`config.mk`:
```
export PLATFORM = sky130hd
export DESIGN_NAME = cache_ctrl
export DESIGN_NICKNAME = d
export VERILOG_FILES = /design/src/verilog/mem_sys_pkg.sv /design/src/verilog/cache_ctrl.sv
export SDC_FILE = /design/constraint.sdc
export NUM_CORES = 1
export LEC_CHECK = 0
export BUFFER_PORTS_ARGS = -buffer_cell sky130_fd_sc_hd__buf_2
export CAP_MARGIN = 20
export CELL_PAD_IN_SITES_DETAIL_PLACEMENT = 1
export CELL_PAD_IN_SITES_GLOBAL_PLACEMENT = 1
export CORE_AREA = 2 2 95 97
export CTS_CLUSTER_DIAMETER = 80
export CTS_CLUSTER_SIZE = 25
export DETAILED_ROUTE_END_ITERATION = 12
export DIE_AREA = 0 0 97 99
export PLACE_DENSITY_LB_ADDON = 0.1
export RECOVER_POWER = 50
export REMOVE_ABC_BUFFERS = 1
export SLEW_MARGIN = 0
export SYNTH_ARGS = -nofsm -noshare
export SYNTH_HDL_FRONTEND = slang
export SYNTH_SLANG_ARGS = --single-unit
```
`constraint.sdc`:
```
create_clock -name clk -period 4.1 [get_ports clk]
set_clock_uncertainty 0.2 [all_clocks]
set_input_delay 0.82 -clock clk [delete_from_list [all_inputs] [get_ports clk]]
set_output_delay 0.82 -clock clk [all_outputs]
set_load 0.005 [all_outputs]
```
`src/verilog/mem_sys_pkg.sv`:
```
package mem_sys_pkg;

   // Data word and byte address share one width
   localparam int word_w = 16;

   // Address split: tag 15:11, index 10:3, byte offset 2:0
   localparam int tag_w = 5;
   localparam int index_w = 8;
   localparam int offset_w = 3;

   // Cache geometry
   localparam int lines = 256;
   localparam int words_per_line = 4;

   // Memory timing, in clock cycles
   localparam int mem_read_latency = 2;
   // Busy window counts the access cycle itself
   localparam int bank_busy_cycles = 4;

   // Request to the banked memory
   typedef struct packed {
      logic [word_w-1:0] addr;
      logic [word_w-1:0] data;
      logic              rd;
      logic              wr;
   } mem_req_t;

   // Request to the cache array
   typedef struct packed {
      logic                en;
      logic                comp;
      logic                write;
      logic [tag_w-1:0]    tag;
      logic [index_w-1:0]  index;
      logic [offset_w-1:0] offset;
      logic [word_w-1:0]   data;
   } cache_req_t;

   // Response from the cache array
   typedef struct packed {
      logic              hit;
      logic              valid;
      logic              dirty;
      logic [tag_w-1:0]  tag_out;
      logic [word_w-1:0] data_out;
   } cache_rsp_t;

   // Miss handler states
   typedef enum logic [3:0] {
      idle, compare, check, probe_dirty,
      wb_1, wb_2, wb_3, wb_done,
      fill_1, fill_2, fill_3, fill_4, fill_5,
      retry, finish
   } ctrl_state_t;

endpackage

```
`src/verilog/cache_ctrl.sv`:
```
module cache_ctrl
   import mem_sys_pkg::*;
(
   input  logic              clk,
   input  logic              reset,
   input  logic [word_w-1:0] addr,
   input  logic [word_w-1:0] data_in,
   input  logic              rd,
   input  logic              wr,
   output logic [word_w-1:0] data_out,
   output logic              done,
   output logic              stall,
   output logic              cache_hit,
   output logic              err,
   output cache_req_t        cache_req,
   input  cache_rsp_t        cache_rsp,
   input  logic              cache_err,
   output mem_req_t          mem_req,
   input  logic [word_w-1:0] mem_data,
   input  logic              mem_stall,
   input  logic              mem_err
);

   ctrl_state_t state;
   ctrl_state_t next_state;

   // Request held for the whole access
   logic [word_w-1:0] req_addr;
   logic [word_w-1:0] req_data;
   logic              req_wr;

   // Results of the first compare
   logic              hit_q;
   logic              valid_q;
   logic              dirty_q;
   logic [tag_w-1:0]  tag_q;

   logic [tag_w-1:0]    req_tag;
   logic [index_w-1:0]  req_index;
   logic [offset_w-1:0] req_offset;
   // Line addresses without the offset
   logic [tag_w+index_w-1:0] fill_line;
   logic [tag_w+index_w-1:0] wb_line;

   assign req_tag = req_addr[word_w-1 -: tag_w];
   assign req_index = req_addr[offset_w +: index_w];
   assign req_offset = req_addr[offset_w-1:0];
   assign fill_line = {req_tag, req_index};
   // Victim line keeps its old tag
   assign wb_line = {tag_q, req_index};

   // Read data always comes from the array
   assign data_out = cache_rsp.data_out;
   assign err = cache_err | mem_err;

   always_ff @(posedge clk) begin
      if (reset) begin
         state <= idle;
      end else begin
         state <= next_state;
      end
   end

   // Capture the new request on entry to compare
   always_ff @(posedge clk) begin
      if (reset) begin
         req_wr <= 1'b0;
      end else if (next_state == compare) begin
         req_wr <= wr;
      end
   end

   always_ff @(posedge clk) begin
      if (next_state == compare) begin
         req_addr <= addr;
         req_data <= data_in;
      end
   end

   // Line status seen by the first compare
   always_ff @(posedge clk) begin
      if (reset) begin
         hit_q <= 1'b0;
         valid_q <= 1'b0;
         dirty_q <= 1'b0;
      end else if (state == compare) begin
         hit_q <= cache_rsp.hit;
         valid_q <= cache_rsp.valid;
         dirty_q <= cache_rsp.dirty;
      end
   end

   always_ff @(posedge clk) begin
      if (state == compare) begin
         tag_q <= cache_rsp.tag_out;
      end
   end

   always_comb begin
      next_state = state;
      done = 1'b0;
      cache_hit = 1'b0;
      // Busy in every state but a quiet idle and the done cycle
      stall = 1'b1;
      cache_req = '{en: 1'b0, comp: 1'b0, write: 1'b0, tag: req_tag,
                    index: req_index, offset: req_offset, data: req_data};
      // Writeback data is the array word read this cycle
      mem_req = '{addr: {fill_line, offset_w'(0)}, data: cache_rsp.data_out,
                  rd: 1'b0, wr: 1'b0};

      case (state)
         idle: begin
            stall = rd | wr;
            if (rd || wr) begin
               next_state = compare;
            end
         end

         // Lookup where a write hit also stores
         compare: begin
            cache_req.en = 1'b1;
            cache_req.comp = 1'b1;
            cache_req.write = req_wr;
            next_state = check;
         end

         check: begin
            if (hit_q) begin
               // Access read puts the word on data_out
               cache_req.en = 1'b1;
               done = 1'b1;
               cache_hit = 1'b1;
               stall = 1'b0;
               next_state = (rd || wr) ? compare : idle;
            end else begin
               next_state = probe_dirty;
            end
         end

         probe_dirty: begin
            if (valid_q && dirty_q) begin
               // First victim word goes out
               cache_req.en = 1'b1;
               cache_req.offset = offset_w'(0);
               mem_req.wr = 1'b1;
               mem_req.addr = {wb_line, offset_w'(0)};
               next_state = wb_1;
            end else begin
               // Clean victim goes straight to the fill
               mem_req.rd = 1'b1;
               next_state = fill_1;
            end
         end

         wb_1: begin
            cache_req.en = 1'b1;
            cache_req.offset = offset_w'(2);
            mem_req.wr = 1'b1;
            mem_req.addr = {wb_line, offset_w'(2)};
            next_state = wb_2;
         end

         wb_2: begin
            cache_req.en = 1'b1;
            cache_req.offset = offset_w'(4);
            mem_req.wr = 1'b1;
            mem_req.addr = {wb_line, offset_w'(4)};
            next_state = wb_3;
         end

         wb_3: begin
            cache_req.en = 1'b1;
            cache_req.offset = offset_w'(6);
            mem_req.wr = 1'b1;
            mem_req.addr = {wb_line, offset_w'(6)};
            next_state = wb_done;
         end

         // First fill read once bank 0 is free again
         wb_done: begin
            mem_req.rd = 1'b1;
            next_state = fill_1;
         end

         fill_1: begin
            mem_req.rd = 1'b1;
            mem_req.addr = {fill_line, offset_w'(2)};
            next_state = fill_2;
         end

         // Word 0 returns two cycles after its read
         fill_2: begin
            mem_req.rd = 1'b1;
            mem_req.addr = {fill_line, offset_w'(4)};
            cache_req.en = 1'b1;
            cache_req.write = 1'b1;
            cache_req.offset = offset_w'(0);
            cache_req.data = mem_data;
            next_state = fill_3;
         end

         fill_3: begin
            mem_req.rd = 1'b1;
            mem_req.addr = {fill_line, offset_w'(6)};
            cache_req.en = 1'b1;
            cache_req.write = 1'b1;
            cache_req.offset = offset_w'(2);
            cache_req.data = mem_data;
            next_state = fill_4;
         end

         fill_4: begin
            cache_req.en = 1'b1;
            cache_req.write = 1'b1;
            cache_req.offset = offset_w'(4);
            cache_req.data = mem_data;
            next_state = fill_5;
         end

         fill_5: begin
            cache_req.en = 1'b1;
            cache_req.write = 1'b1;
            cache_req.offset = offset_w'(6);
            cache_req.data = mem_data;
            next_state = retry;
         end

         // Line now present, redo the original access
         retry: begin
            cache_req.en = 1'b1;
            cache_req.comp = 1'b1;
            cache_req.write = req_wr;
            next_state = finish;
         end

         finish: begin
            cache_req.en = 1'b1;
            done = 1'b1;
            stall = 1'b0;
            next_state = (rd || wr) ? compare : idle;
         end

         default: begin
            next_state = idle;
         end
      endcase

      // Strobe waits while its bank is busy
      if ((mem_req.rd || mem_req.wr) && mem_stall) begin
         next_state = state;
      end
   end

   // Done is a single-cycle pulse
   assert property (@(posedge clk) disable iff (reset) done |=> !done);
   // Requester never sees done while stalled
   assert property (@(posedge clk) disable iff (reset) !(done && stall));

endmodule

```
### Yosys cells after proc, flatten, opt, wreduce, memory -nomap -nowiden

Index checks and enable logic that the tools add are counted.

* bits in registers: 45
* input port bits: 79
* output and inout port bits: 89
* logic and storage cells: 61

* equality and inequality tests: 15
* muxes and demuxes: 23
* bitwise operators: 2
* reductions and logical operators: 13

Operators by type and width (count)
* 16-bit one-hot mux with 7 select lines: 1
* 4-bit one-hot mux with 15 select lines: 1
* 16-bit two-way mux: 2
* 4-bit equality test, second input constant: 7
* 4-bit by 3-bit equality test with 1-bit output, second input constant: 4
* 3-bit one-hot mux with 5 select lines: 1
* 4-bit two-way mux: 3
* 10-bit OR reduction: 1
* 4-bit by 1-bit equality test with 1-bit output, second input constant: 2
* 4-bit by 2-bit equality test with 1-bit output, second input constant: 2
* 1-bit one-hot mux with 2 select lines: 4
* 2-bit OR reduction: 4
* 4-bit OR reduction: 2
* 1-bit two-way mux: 7
* 1-bit one-hot mux with 3 select lines: 2
* 4-bit logical NOT: 1
* 3-bit two-way mux: 1
* 3-bit OR reduction: 1
* 1-bit logical AND: 2
* 1-bit logical OR: 2
* 2-bit two-way mux: 1
* 1-bit bitwise OR: 2

### Longest topological paths before layout

Gate-level depths: netlist (run 1).

* word-level depth: 7
* mapped depth: 6
* gate-level depth less buffers: 4

### Worst setup path after synthesis (run 1)

Ideal clock, no wire load.

* kind: input -> register
* start: input wr
* end: register req_addr[0], enable pin
* setup time: 435 ps
* data arrival time: 2783 ps
* required time: 3465 ps
* slack: 682 ps
* stages: 3
* path buffers: 0
* cell sequence: nor2_1 > a211o_1 > a21oi_1

* word-level cells in the longest chain between the ends: 6
* elaborated cells between the ends (all ways): 7
* those cells by class: 1 x eq/ne; 5 x mux; 1 x reduce/logical

RTL lines
* start: declaration: RTL line cache_ctrl.sv:9 `input logic wr,`
* 1-bit logical OR *: RTL line cache_ctrl.sv:114, cache_ctrl.sv:134, cache_ctrl.sv:240
* 1-bit two-way mux: RTL line cache_ctrl.sv:134, cache_ctrl.sv:240
* 2-bit two-way mux: RTL line cache_ctrl.sv:128 `if (hit_q) begin`
* 4-bit one-hot mux with 15 select lines *: RTL line cache_ctrl.sv:111 `case (state)`
* 4-bit two-way mux *: RTL line cache_ctrl.sv:249 `if ((mem_req.rd || mem_req.wr) && mem_stall) begin`
* 4-bit by 1-bit equality test with 1-bit output *: RTL line cache_ctrl.sv:74 `if (next_state == compare) begin`
* end signal: assignment: RTL line cache_ctrl.sv:75 `req_addr <= addr;`
* end: declaration: RTL line cache_ctrl.sv:28 `logic [word_w-1:0] req_addr;`

Every way passes the cells marked *; elsewhere a longest branch is shown, timed or not.
A chain may end at the register's enable or synchronous reset.

==> results of run 1 <==
power by group:
part | internal [mW] | leakage [nW] | switching (mW)
clock | 0.199 | 0.0585 | 0.148
sequential | 0.557 | 0.416 | 0.0204
combinational | 0.110 | 0.758 | 0.117
total | 0.865 | 1.23 | 0.286
critical path, delay by kind of cell, from the launching register on:
family | cells | cell delay (ns)
buf+inv | 2 | 0.82
compound gates | 2 | 0.43
flops | 1 | 0.69
metrics by stage:
step	instances	area, um^2
after detailed placement	397	2900
after global routing	405	3010
after CTS	405	3020
after floorplan	166	2130
final	405	3010
after global placement	397	2900
synthesized netlist by cell type, types with 5 or more instances:
master,instances
mux2i_1,5
nor2_1,11
buf_2,8
edfxtp_1,37
buf_4,54
nand2_1,11
nand3_1,6
a21oi_1,11
nor3_1,5
dfxtp_1,8
o21ai_0,6
mux2_2,21
how the worst min path moves through the flow:
stage | startpoint | to | slack (ns) | cells after the start
floorplan | req_wr | req_wr | 0.26 | 2
global placement | req_wr | req_wr | 0.28 | 2
detailed placement | req_wr | req_wr | 0.29 | 2
CTS | req_wr | req_wr | 0.31 | 2
global route | req_wr | req_wr | 0.35 | 2
finish | req_wr | req_wr | 0.30 | 2
state kept, by name (all words and copies together) (netlist names):
signal    cells
req_addr     16
req_data     16
tag_q         5
state         4
dirty_q       1
hit_q         1
req_wr        1
valid_q       1
final cells by class:
type | instances | area [um^2] | share of cell area
sequential | 45 | 1270 | 0.423
multi-input combinational | 119 | 860 | 0.286
timing repair buffer | 123 | 618 | 0.205
tap | 108 | 135 | 0.0449
clock buffer | 7 | 86.3 | 0.0287
clock inverter | 1 | 30.0 | 0.00998
inverter | 2 | 7.51 | 0.00250
cell families after synthesis:
kind of cell / after synthesis / share of synthesized area
other: 1 / 0.00144
XOR/XNOR: 2 / 0.00673
buffers and inverters: 68 / 0.186
multiplexers: 26 / 0.110
flip-flops: 45 / 0.488
AO/OA/AOI/OAI: 36 / 0.0952
AND/OR/NAND/NOR: 54 / 0.113
metal layers:
metal  vias up  track usage
met1       912        0.173
met2        75        0.213
met3         6       0.0468
met5         -       0.0154
met4         0       0.0423
li1        903            -
==> flow_summary.yaml, run 1 <==
drt:
  wl_um: 6710
  viasPerCell: 4.68
  wl_per_cell_um: 16.6
  wl_met1_um: 2900
  antenna_left: 0
  via_count: 1896
  drt_iter0_markers: 54
  drc: 0
  wl_met2_um: 3220
  route.met3.wl_um: 496
  top_layer_used: "met4"
  dr.pass1.iters: 4
clock_tree:
  postCtsHoldBufs: 0
  postCtsSetupRepairBufs: 0
  cts-root-buf: "clkbuf_8"
  clkTransAtPathRegs_ns: 0.08
  clkSinkCount: 45
  clkLatencyLatePin_ns: 0.29
  cts_tree: "built"
  cts_max_path_buffers: 2
  cts_buffers: 5
  postCtsResizedCells: 0
  htreeDepth: 2
synth:
  syn_area_um2: 2600
  synth-main-ff-cell: "edfxtp_1"
  synth_enable_flop_cells: 37
  ys.warnings.count: 0
  synth-seq-cells: 45
  netlist_instances: 232
  synthArstFlopShare: 0
  ys_seq_area_frac: 0.488
  synth_cell_type_count: 46
  synth.area.top_cells: "edfxtp_1, buf_4, mux2_2, dfxtp_1, a21oi_1"
  netlist.top_cell.by_area: "edfxtp_1"
  postSynthAreaPerCell_um2: 11.2
  yosysTopAreaCellShare: 0.427
sta:
  maxSlewViolCount: 0
  clock.fmax_ghz: 0.307
  max_slew.worst_pin.slew_ns: 0.788
  finalCritPeriodShare: 0.795
  fin_tns_setup_ns: 0
  hold_violations: 0
  setup_ws_ns: 0.841
  timing.hold.ws_ns: 0.300
  rsz0062_at_grt: "no"
  relSlewSlack: 0.472
  min_period_ns: 3.26
  setup_violations: 0
final_layout:
  syn_to_final_growth_pct: 15.6
  final_nets: 375
  utilization: 0.352
  num_antenna_cells: 0
  drive_gt1_frac: 0.522
  layout_commonest_cell: "buf_2"
  final_cell_mix: "buf_2, edfxtp_1, mux2_2"
  fillCellCount: 1008
worst_setup_path:
  critPathArrivalTime_ns: 2.24
  ff2ff_path_depth: 5
  rrSetupSlack_ns: 1.08
  setup.worst_path.start_class: "flop"
  r2r-end: "req_addr[13]"
  startpoint: "state[3]"
  cp-end-kind: "output pin"
  path_common_cell: "a211oi_1"
  r2r_start: "state[3]"
  crit_type: "flop to output pin"
  cp_data_required_time_ns: 3.08
  cp_slowest_cell: "dfxtp_1"
  critical-path-max-stage-delay_ns: 0.69
  cp-endpoint: "cache_req[17]"
  cp_max_fo: 18
  cp_cell_sequence: "clkbuf_1 -> a211oi_1 -> a211oi_1 -> buf_2"
die:
  start_util: 0.304
  rows: 34
  die-area_um2: 9600
  core-area_um2: 8550
  die_x_um: 97
  io_pins: 168
  die_h_um: 99
pwr:
  leakage_nw: 1.23
  powerDensity_nw_per_um2: 383
  ir_drop_uv: 148
  finalPower_mw: 1.15
placed_design:
  port_buffers: 118
  dp_hpwl_um: 5070
  pre_cts_ws_ns: 1.29
  place.gp.congestion: 0.718
global_routing:
  overflow: 0
  grt_pass1_vias: 1937
  track_usage: 0.135
  antenna_found_initial: 0
  grt_first_pass_wirelength_um: 10300
  grt_max_degree: 34
job:
  drv_cap: 0
hold_path:
  hold_path.class: "flop to flop"
outcome:
  status: "finished, final reports clean"
No activity file was read; power rests on OpenSTA's default activity.
==> run 2: changes to the inputs <==
- clock period: 4.1 -> 3 ns (I/O delays scaled with it)
==> run 2 against run 1 <==
Against the previous run: global-route usage increased by 0.30 points; power grew 28%; sequential power up 38%; critical path type unchanged; die area did not move; count of clock-buffer cells in the layout is the same; largest power group unchanged.
==> flow_summary.yaml, run 2 (synthesis gave the netlist of run 1 again) <==
outcome:
  status: "finished, final reports clean"
drt:
  drt_iter0_markers: 82
  dr.pass1.iters: 6
  drc: 0
  antenna_left: 0
  wl_um: 6820
  via_count: 1917
  wl_per_cell_um: 16.8
  viasPerCell: 4.72
die:
  die-area_um2: 9600
  die_h_um: 99
  rows: 34
  io_pins: 168
  start_util: 0.304
  core-area_um2: 8550
  die_x_um: 97
final_layout:
  final_nets: 376
  fillCellCount: 983
  final_cells: 406
  final_cell_mix: "buf_2, edfxtp_1, mux2_2"
  reg_top3: "req_addr (16), req_data (16), tag_q (5)"
  syn_to_final_growth_pct: 15.2
  seqCellArea_um2: 1270
  drive_gt1_frac: 0.530
  layout_commonest_cell: "buf_2"
  multiInputGateArea_um2: 860
  utilization: 0.351
  num_antenna_cells: 0
pwr:
  ir_drop_uv: 160
  leakage_nw: 1.23
  powerDensity_nw_per_um2: 491
  finalPower_mw: 1.47
placed_design:
  dp_hpwl_um: 5160
  place.gp.congestion: 0.738
  pre_cts_ws_ns: 0.379
  dp_cells: 398
  port_buffers: 118
clock_tree:
  cts_max_path_buffers: 2
  cts-root-buf: "clkbuf_8"
  clkTransAtPathRegs_ns: 0.09
  clkSinkCount: 45
  cts_tree: "built"
  clkLatencyLatePin_ns: 0.29
  cts_buffers: 5
  htreeDepth: 2
  postCtsHoldBufs: 0
global_routing:
  antenna_found_initial: 0
  track_usage: 0.138
  grt_pass1_vias: 1993
  grt_first_pass_wirelength_um: 10600
  grt_max_degree: 33
  overflow: 0
sta:
  max_slew.worst_pin.slew_ns: 0.749
  setup_violations: 0
  clock.fmax_ghz: 0.356
  hold_violations: 0
  relSlewSlack: 0.498
  min_period_ns: 2.81
  finalCritPeriodShare: 0.936
  setup_ws_ns: 0.192
  rsz0062_at_grt: "no"
  maxSlewViolCount: 0
  timing.hold.ws_ns: 0.278
worst_setup_path:
  critPathArrivalTime_ns: 2.01
  cp-end-kind: "output pin"
  crit_type: "flop to output pin"
  cp_max_fo: 11
  setup.worst_path.start_class: "flop"
  cp_data_required_time_ns: 2.20
hold_path:
  hold_path.class: "input port to flop"
job:
  drv_cap: 0
==> run 2: worst max-delay path, cell delays in order, from the launching register on <==
cell     delay (ns)
dfxtp_2        0.43
nand2_2        0.14
or3_4          0.40
a21oi_4        0.26
mux2_2         0.36
buf_2          0.13
==> run 2: area by class of cell <==
type,instances,share of cell area
flip-flops and latches,45,0.425
multi-input cells,119,0.287
repair buffers,124,0.214
well taps,108,0.0451
clock buffers,7,0.0254
inverters,2,0.00250
clock inverters,1,0.00167
==> run 2: repair_timing <==
item / in CTS / in global routing
setup endpoints to repair: 0 / 5
buffers inserted: 0 / 0
gates resized for setup: 0 / 2
==> run 2: worst paths after layout <==
kind              depth (start not counted)        from  slack [ns]           end
hold reg to reg                           2      req_wr        0.30        req_wr
setup reg to reg                          5    state[3]        0.71  req_addr[13]
hold / removal                            1  data_in[3]        0.28   req_data[3]
setup / recovery                          5    state[1]        0.19   mem_req[30]
==> run 2: through the flow <==
stage	setup TNS (ns)	instance area [um^2]
6_report	0	3000
5_1_grt	0	3000
4_1_cts	0	3000
3_5_place_dp	0	2920
3_3_place_gp	0	2920
2_1_floorplan	-22.91	2130
==> run 2: where the power goes <==
| part | internal [mW] | switching (mW) | leakage (nW) | total (mW) |
|---|---|---|---|---|
| sequential | 0.761 | 0.0346 | 0.417 | 0.796 |
| clock | 0.164 | 0.196 | 0.0422 | 0.360 |
| combinational | 0.158 | 0.158 | 0.772 | 0.316 |
==> run 2: routing by layer <==
metal	wire, um	part of all wire	GRT usage
met3	491	0.072	0.0489
met5	0	0	0.0256
met1	2910	0.43	0.172
met2	3370	0.49	0.221
met4	51	0.0075	0.0455
==> run 3: changes to the inputs <==
- CORE_AREA: 2 2 95 97 -> 2 2 100 102
- DIE_AREA: 0 0 97 99 -> 0 0 102 104
- clock period: 3 -> 2.57 ns (I/O delays scaled with it)
==> run 3 against run 2 <==
Against the previous run: global-route usage decreased by 0.42 points; via count increased by 1.4%; largest power group unchanged; utilization decreased by 2.1 points; clock power increased by 30%; largest cell class unchanged; combinational power increased by 27%; register-to-register slack got worse by 0.26 ns; critical path depth unchanged; non-clock buffer count increased by 8; first-iteration DRC count decreased by 63%; routed wire length increased by 9.2%; die area increased by 10%; flip-flop and latch count unchanged.
==> flow_summary.yaml, run 3 (synthesis gave the netlist of run 1 again) <==
pwr:
  clkPwrFrac: 0.261
  powerDensity_nw_per_um2: 570
  leakage_nw: 1.29
  p_int_mw: 1.30
  finalPower_mw: 1.79
  p_seq_frac: 0.516
  ir_drop_uv: 205
  comb_power_share: 0.224
  sw_frac_of_total: 0.273
  switchingPower_mw: 0.489
drt:
  antenna_left: 0
  drc: 0
  viasPerCell: 4.42
  wl_um: 7450
  via_count: 1943
  dr.pass1.iters: 4
  drt_iter0_markers: 30
  wl_per_cell_um: 16.9
die:
  rows: 36
  die_h_um: 104
  die-area_um2: 10600
  start_util: 0.273
  io_pins: 168
  core-area_um2: 9550
  die_x_um: 102
worst_setup_path:
  critical-path-max-stage-delay_ns: 0.37
  cp-end-kind: "output pin"
  setup.worst_path.start_class: "flop"
  cp_max_fo: 6
  path_buf_inv: 1
  path_delay_family: "simple AND/OR/NAND/NOR gates"
  cp_cell_sequence: "nand2_2 -> or3_4 -> a21oi_4 -> mux2_2 -> buf_2"
  r2r_start: "state[2]"
  cp-endpoint: "mem_req[29]"
  startpoint: "state[0]"
  cp.depth: 5
  rrSetupSlack_ns: 0.45
  cp_slowest_cell: "dfxtp_4"
  cp_data_required_time_ns: 1.86
  crit_type: "flop to output pin"
  r2r-end: "req_addr[12]"
  critPathArrivalTime_ns: 1.81
  ff2ff_path_depth: 5
sta:
  setup_ws_ns: 0.0459
  clock.fmax_ghz: 0.396
  min_period_ns: 2.52
  setup_violations: 0
  maxSlewViolCount: 0
  rsz0062_at_grt: "yes"
  fin_tns_setup_ns: 0
  timing.hold.ws_ns: 0.186
  hold_violations: 0
  relSlewSlack: 0.502
  max_slew.worst_pin.slew_ns: 0.743
  finalCritPeriodShare: 0.982
clock_tree:
  clkTransAtPathRegs_ns: 0.09
  clkSinkCount: 45
  htreeDepth: 2
  cts_max_path_buffers: 2
  cts_tree: "built"
  cts-root-buf: "clkbuf_8"
  cts_buffers: 5
  clkLatencyLatePin_ns: 0.29
final_layout:
  drive_gt1_frac: 0.580
  fillCellCount: 1113
  final_nets: 385
  multiInputGateArea_um2: 887
  final_cells: 440
  num_antenna_cells: 0
  final_cell_mix: "buf_2, edfxtp_1, mux2_2"
  reg_top3: "req_addr (16), req_data (16), tag_q (5)"
  seqCellArea_um2: 1280
  utilization: 0.329
  fin_area_um2: 3150
  syn_to_final_growth_pct: 20.9
  layout_commonest_cell: "buf_2"
placed_design:
  pre_cts_ws_ns: 0.196
  place.gp.congestion: 0.738
  dp_hpwl_um: 5430
  dpl_cell_area_um2: 3000
  dp_cells: 429
  port_buffers: 118
job:
  drv_cap: 0
outcome:
  status: "finished, final reports clean"
global_routing:
  antenna_found_initial: 0
  grt_pass1_vias: 2017
  track_usage: 0.134
  grt_first_pass_wirelength_um: 11100
  grt_max_degree: 34
  overflow: 0
hold_path:
  hold_path.class: "input port to flop"
==> run 3: cell type report <==
class	instances	area share
Tap cell	133	0.0529
Clock inverter	2	0.00438
Timing Repair Buffer	132	0.224
Sequential cell	45	0.408
Inverter	2	0.00239
Multi-Input combinational cell	120	0.282
Clock buffer	6	0.0263
==> run 3: power groups by stage <==
stage / Sequential, mW / Combinational [mW] / Clock, mW
detailed placement: 0.942 / 0.397 / 0
floorplan: 0.953 / 0.159 / 0
CTS: 0.926 / 0.407 / 0.501
finish: 0.925 / 0.401 / 0.468
global placement: 0.938 / 0.397 / 0
global route: 0.935 / 0.446 / 0.524
==> run 3: worst min-delay path by stage <==
stage	startpoint	endpoint	slack [ns]	cells past startpoint
4_1_cts	addr[6]	req_addr[6]	0.17	1
3_5_place_dp	req_wr	req_wr	0.30	2
3_3_place_gp	req_wr	req_wr	0.28	2
5_1_grt	addr[1]	req_addr[1]	0.16	1
2_1_floorplan	req_wr	req_wr	0.26	2
6_report	addr[6]	req_addr[6]	0.19	1
==> run 3: per-layer routing <==
metal,wire length [um],vias up,GRT usage
met4,38,0,0.0257
met2,3440,80,0.216
met1,3340,929,0.169
met5,0,-,0
met3,637,5,0.0531
li1,-,929,-
==> run 3: worst register-to-register path, stage by stage (launching register included) <==
cell     delay [ns]
dfxtp_1        0.42
buf_4          0.26
xor2_1         0.14
a211o_1        0.36
a21oi_4        0.18
buf_12         0.22
==> run 3: timing repair <==
item	CTS	global route
setup buffers	2	0
pin swaps	1	1
setup endpoints to repair	21	22
cloned	0	1
resized for setup	6	5
hold buffers	0	0
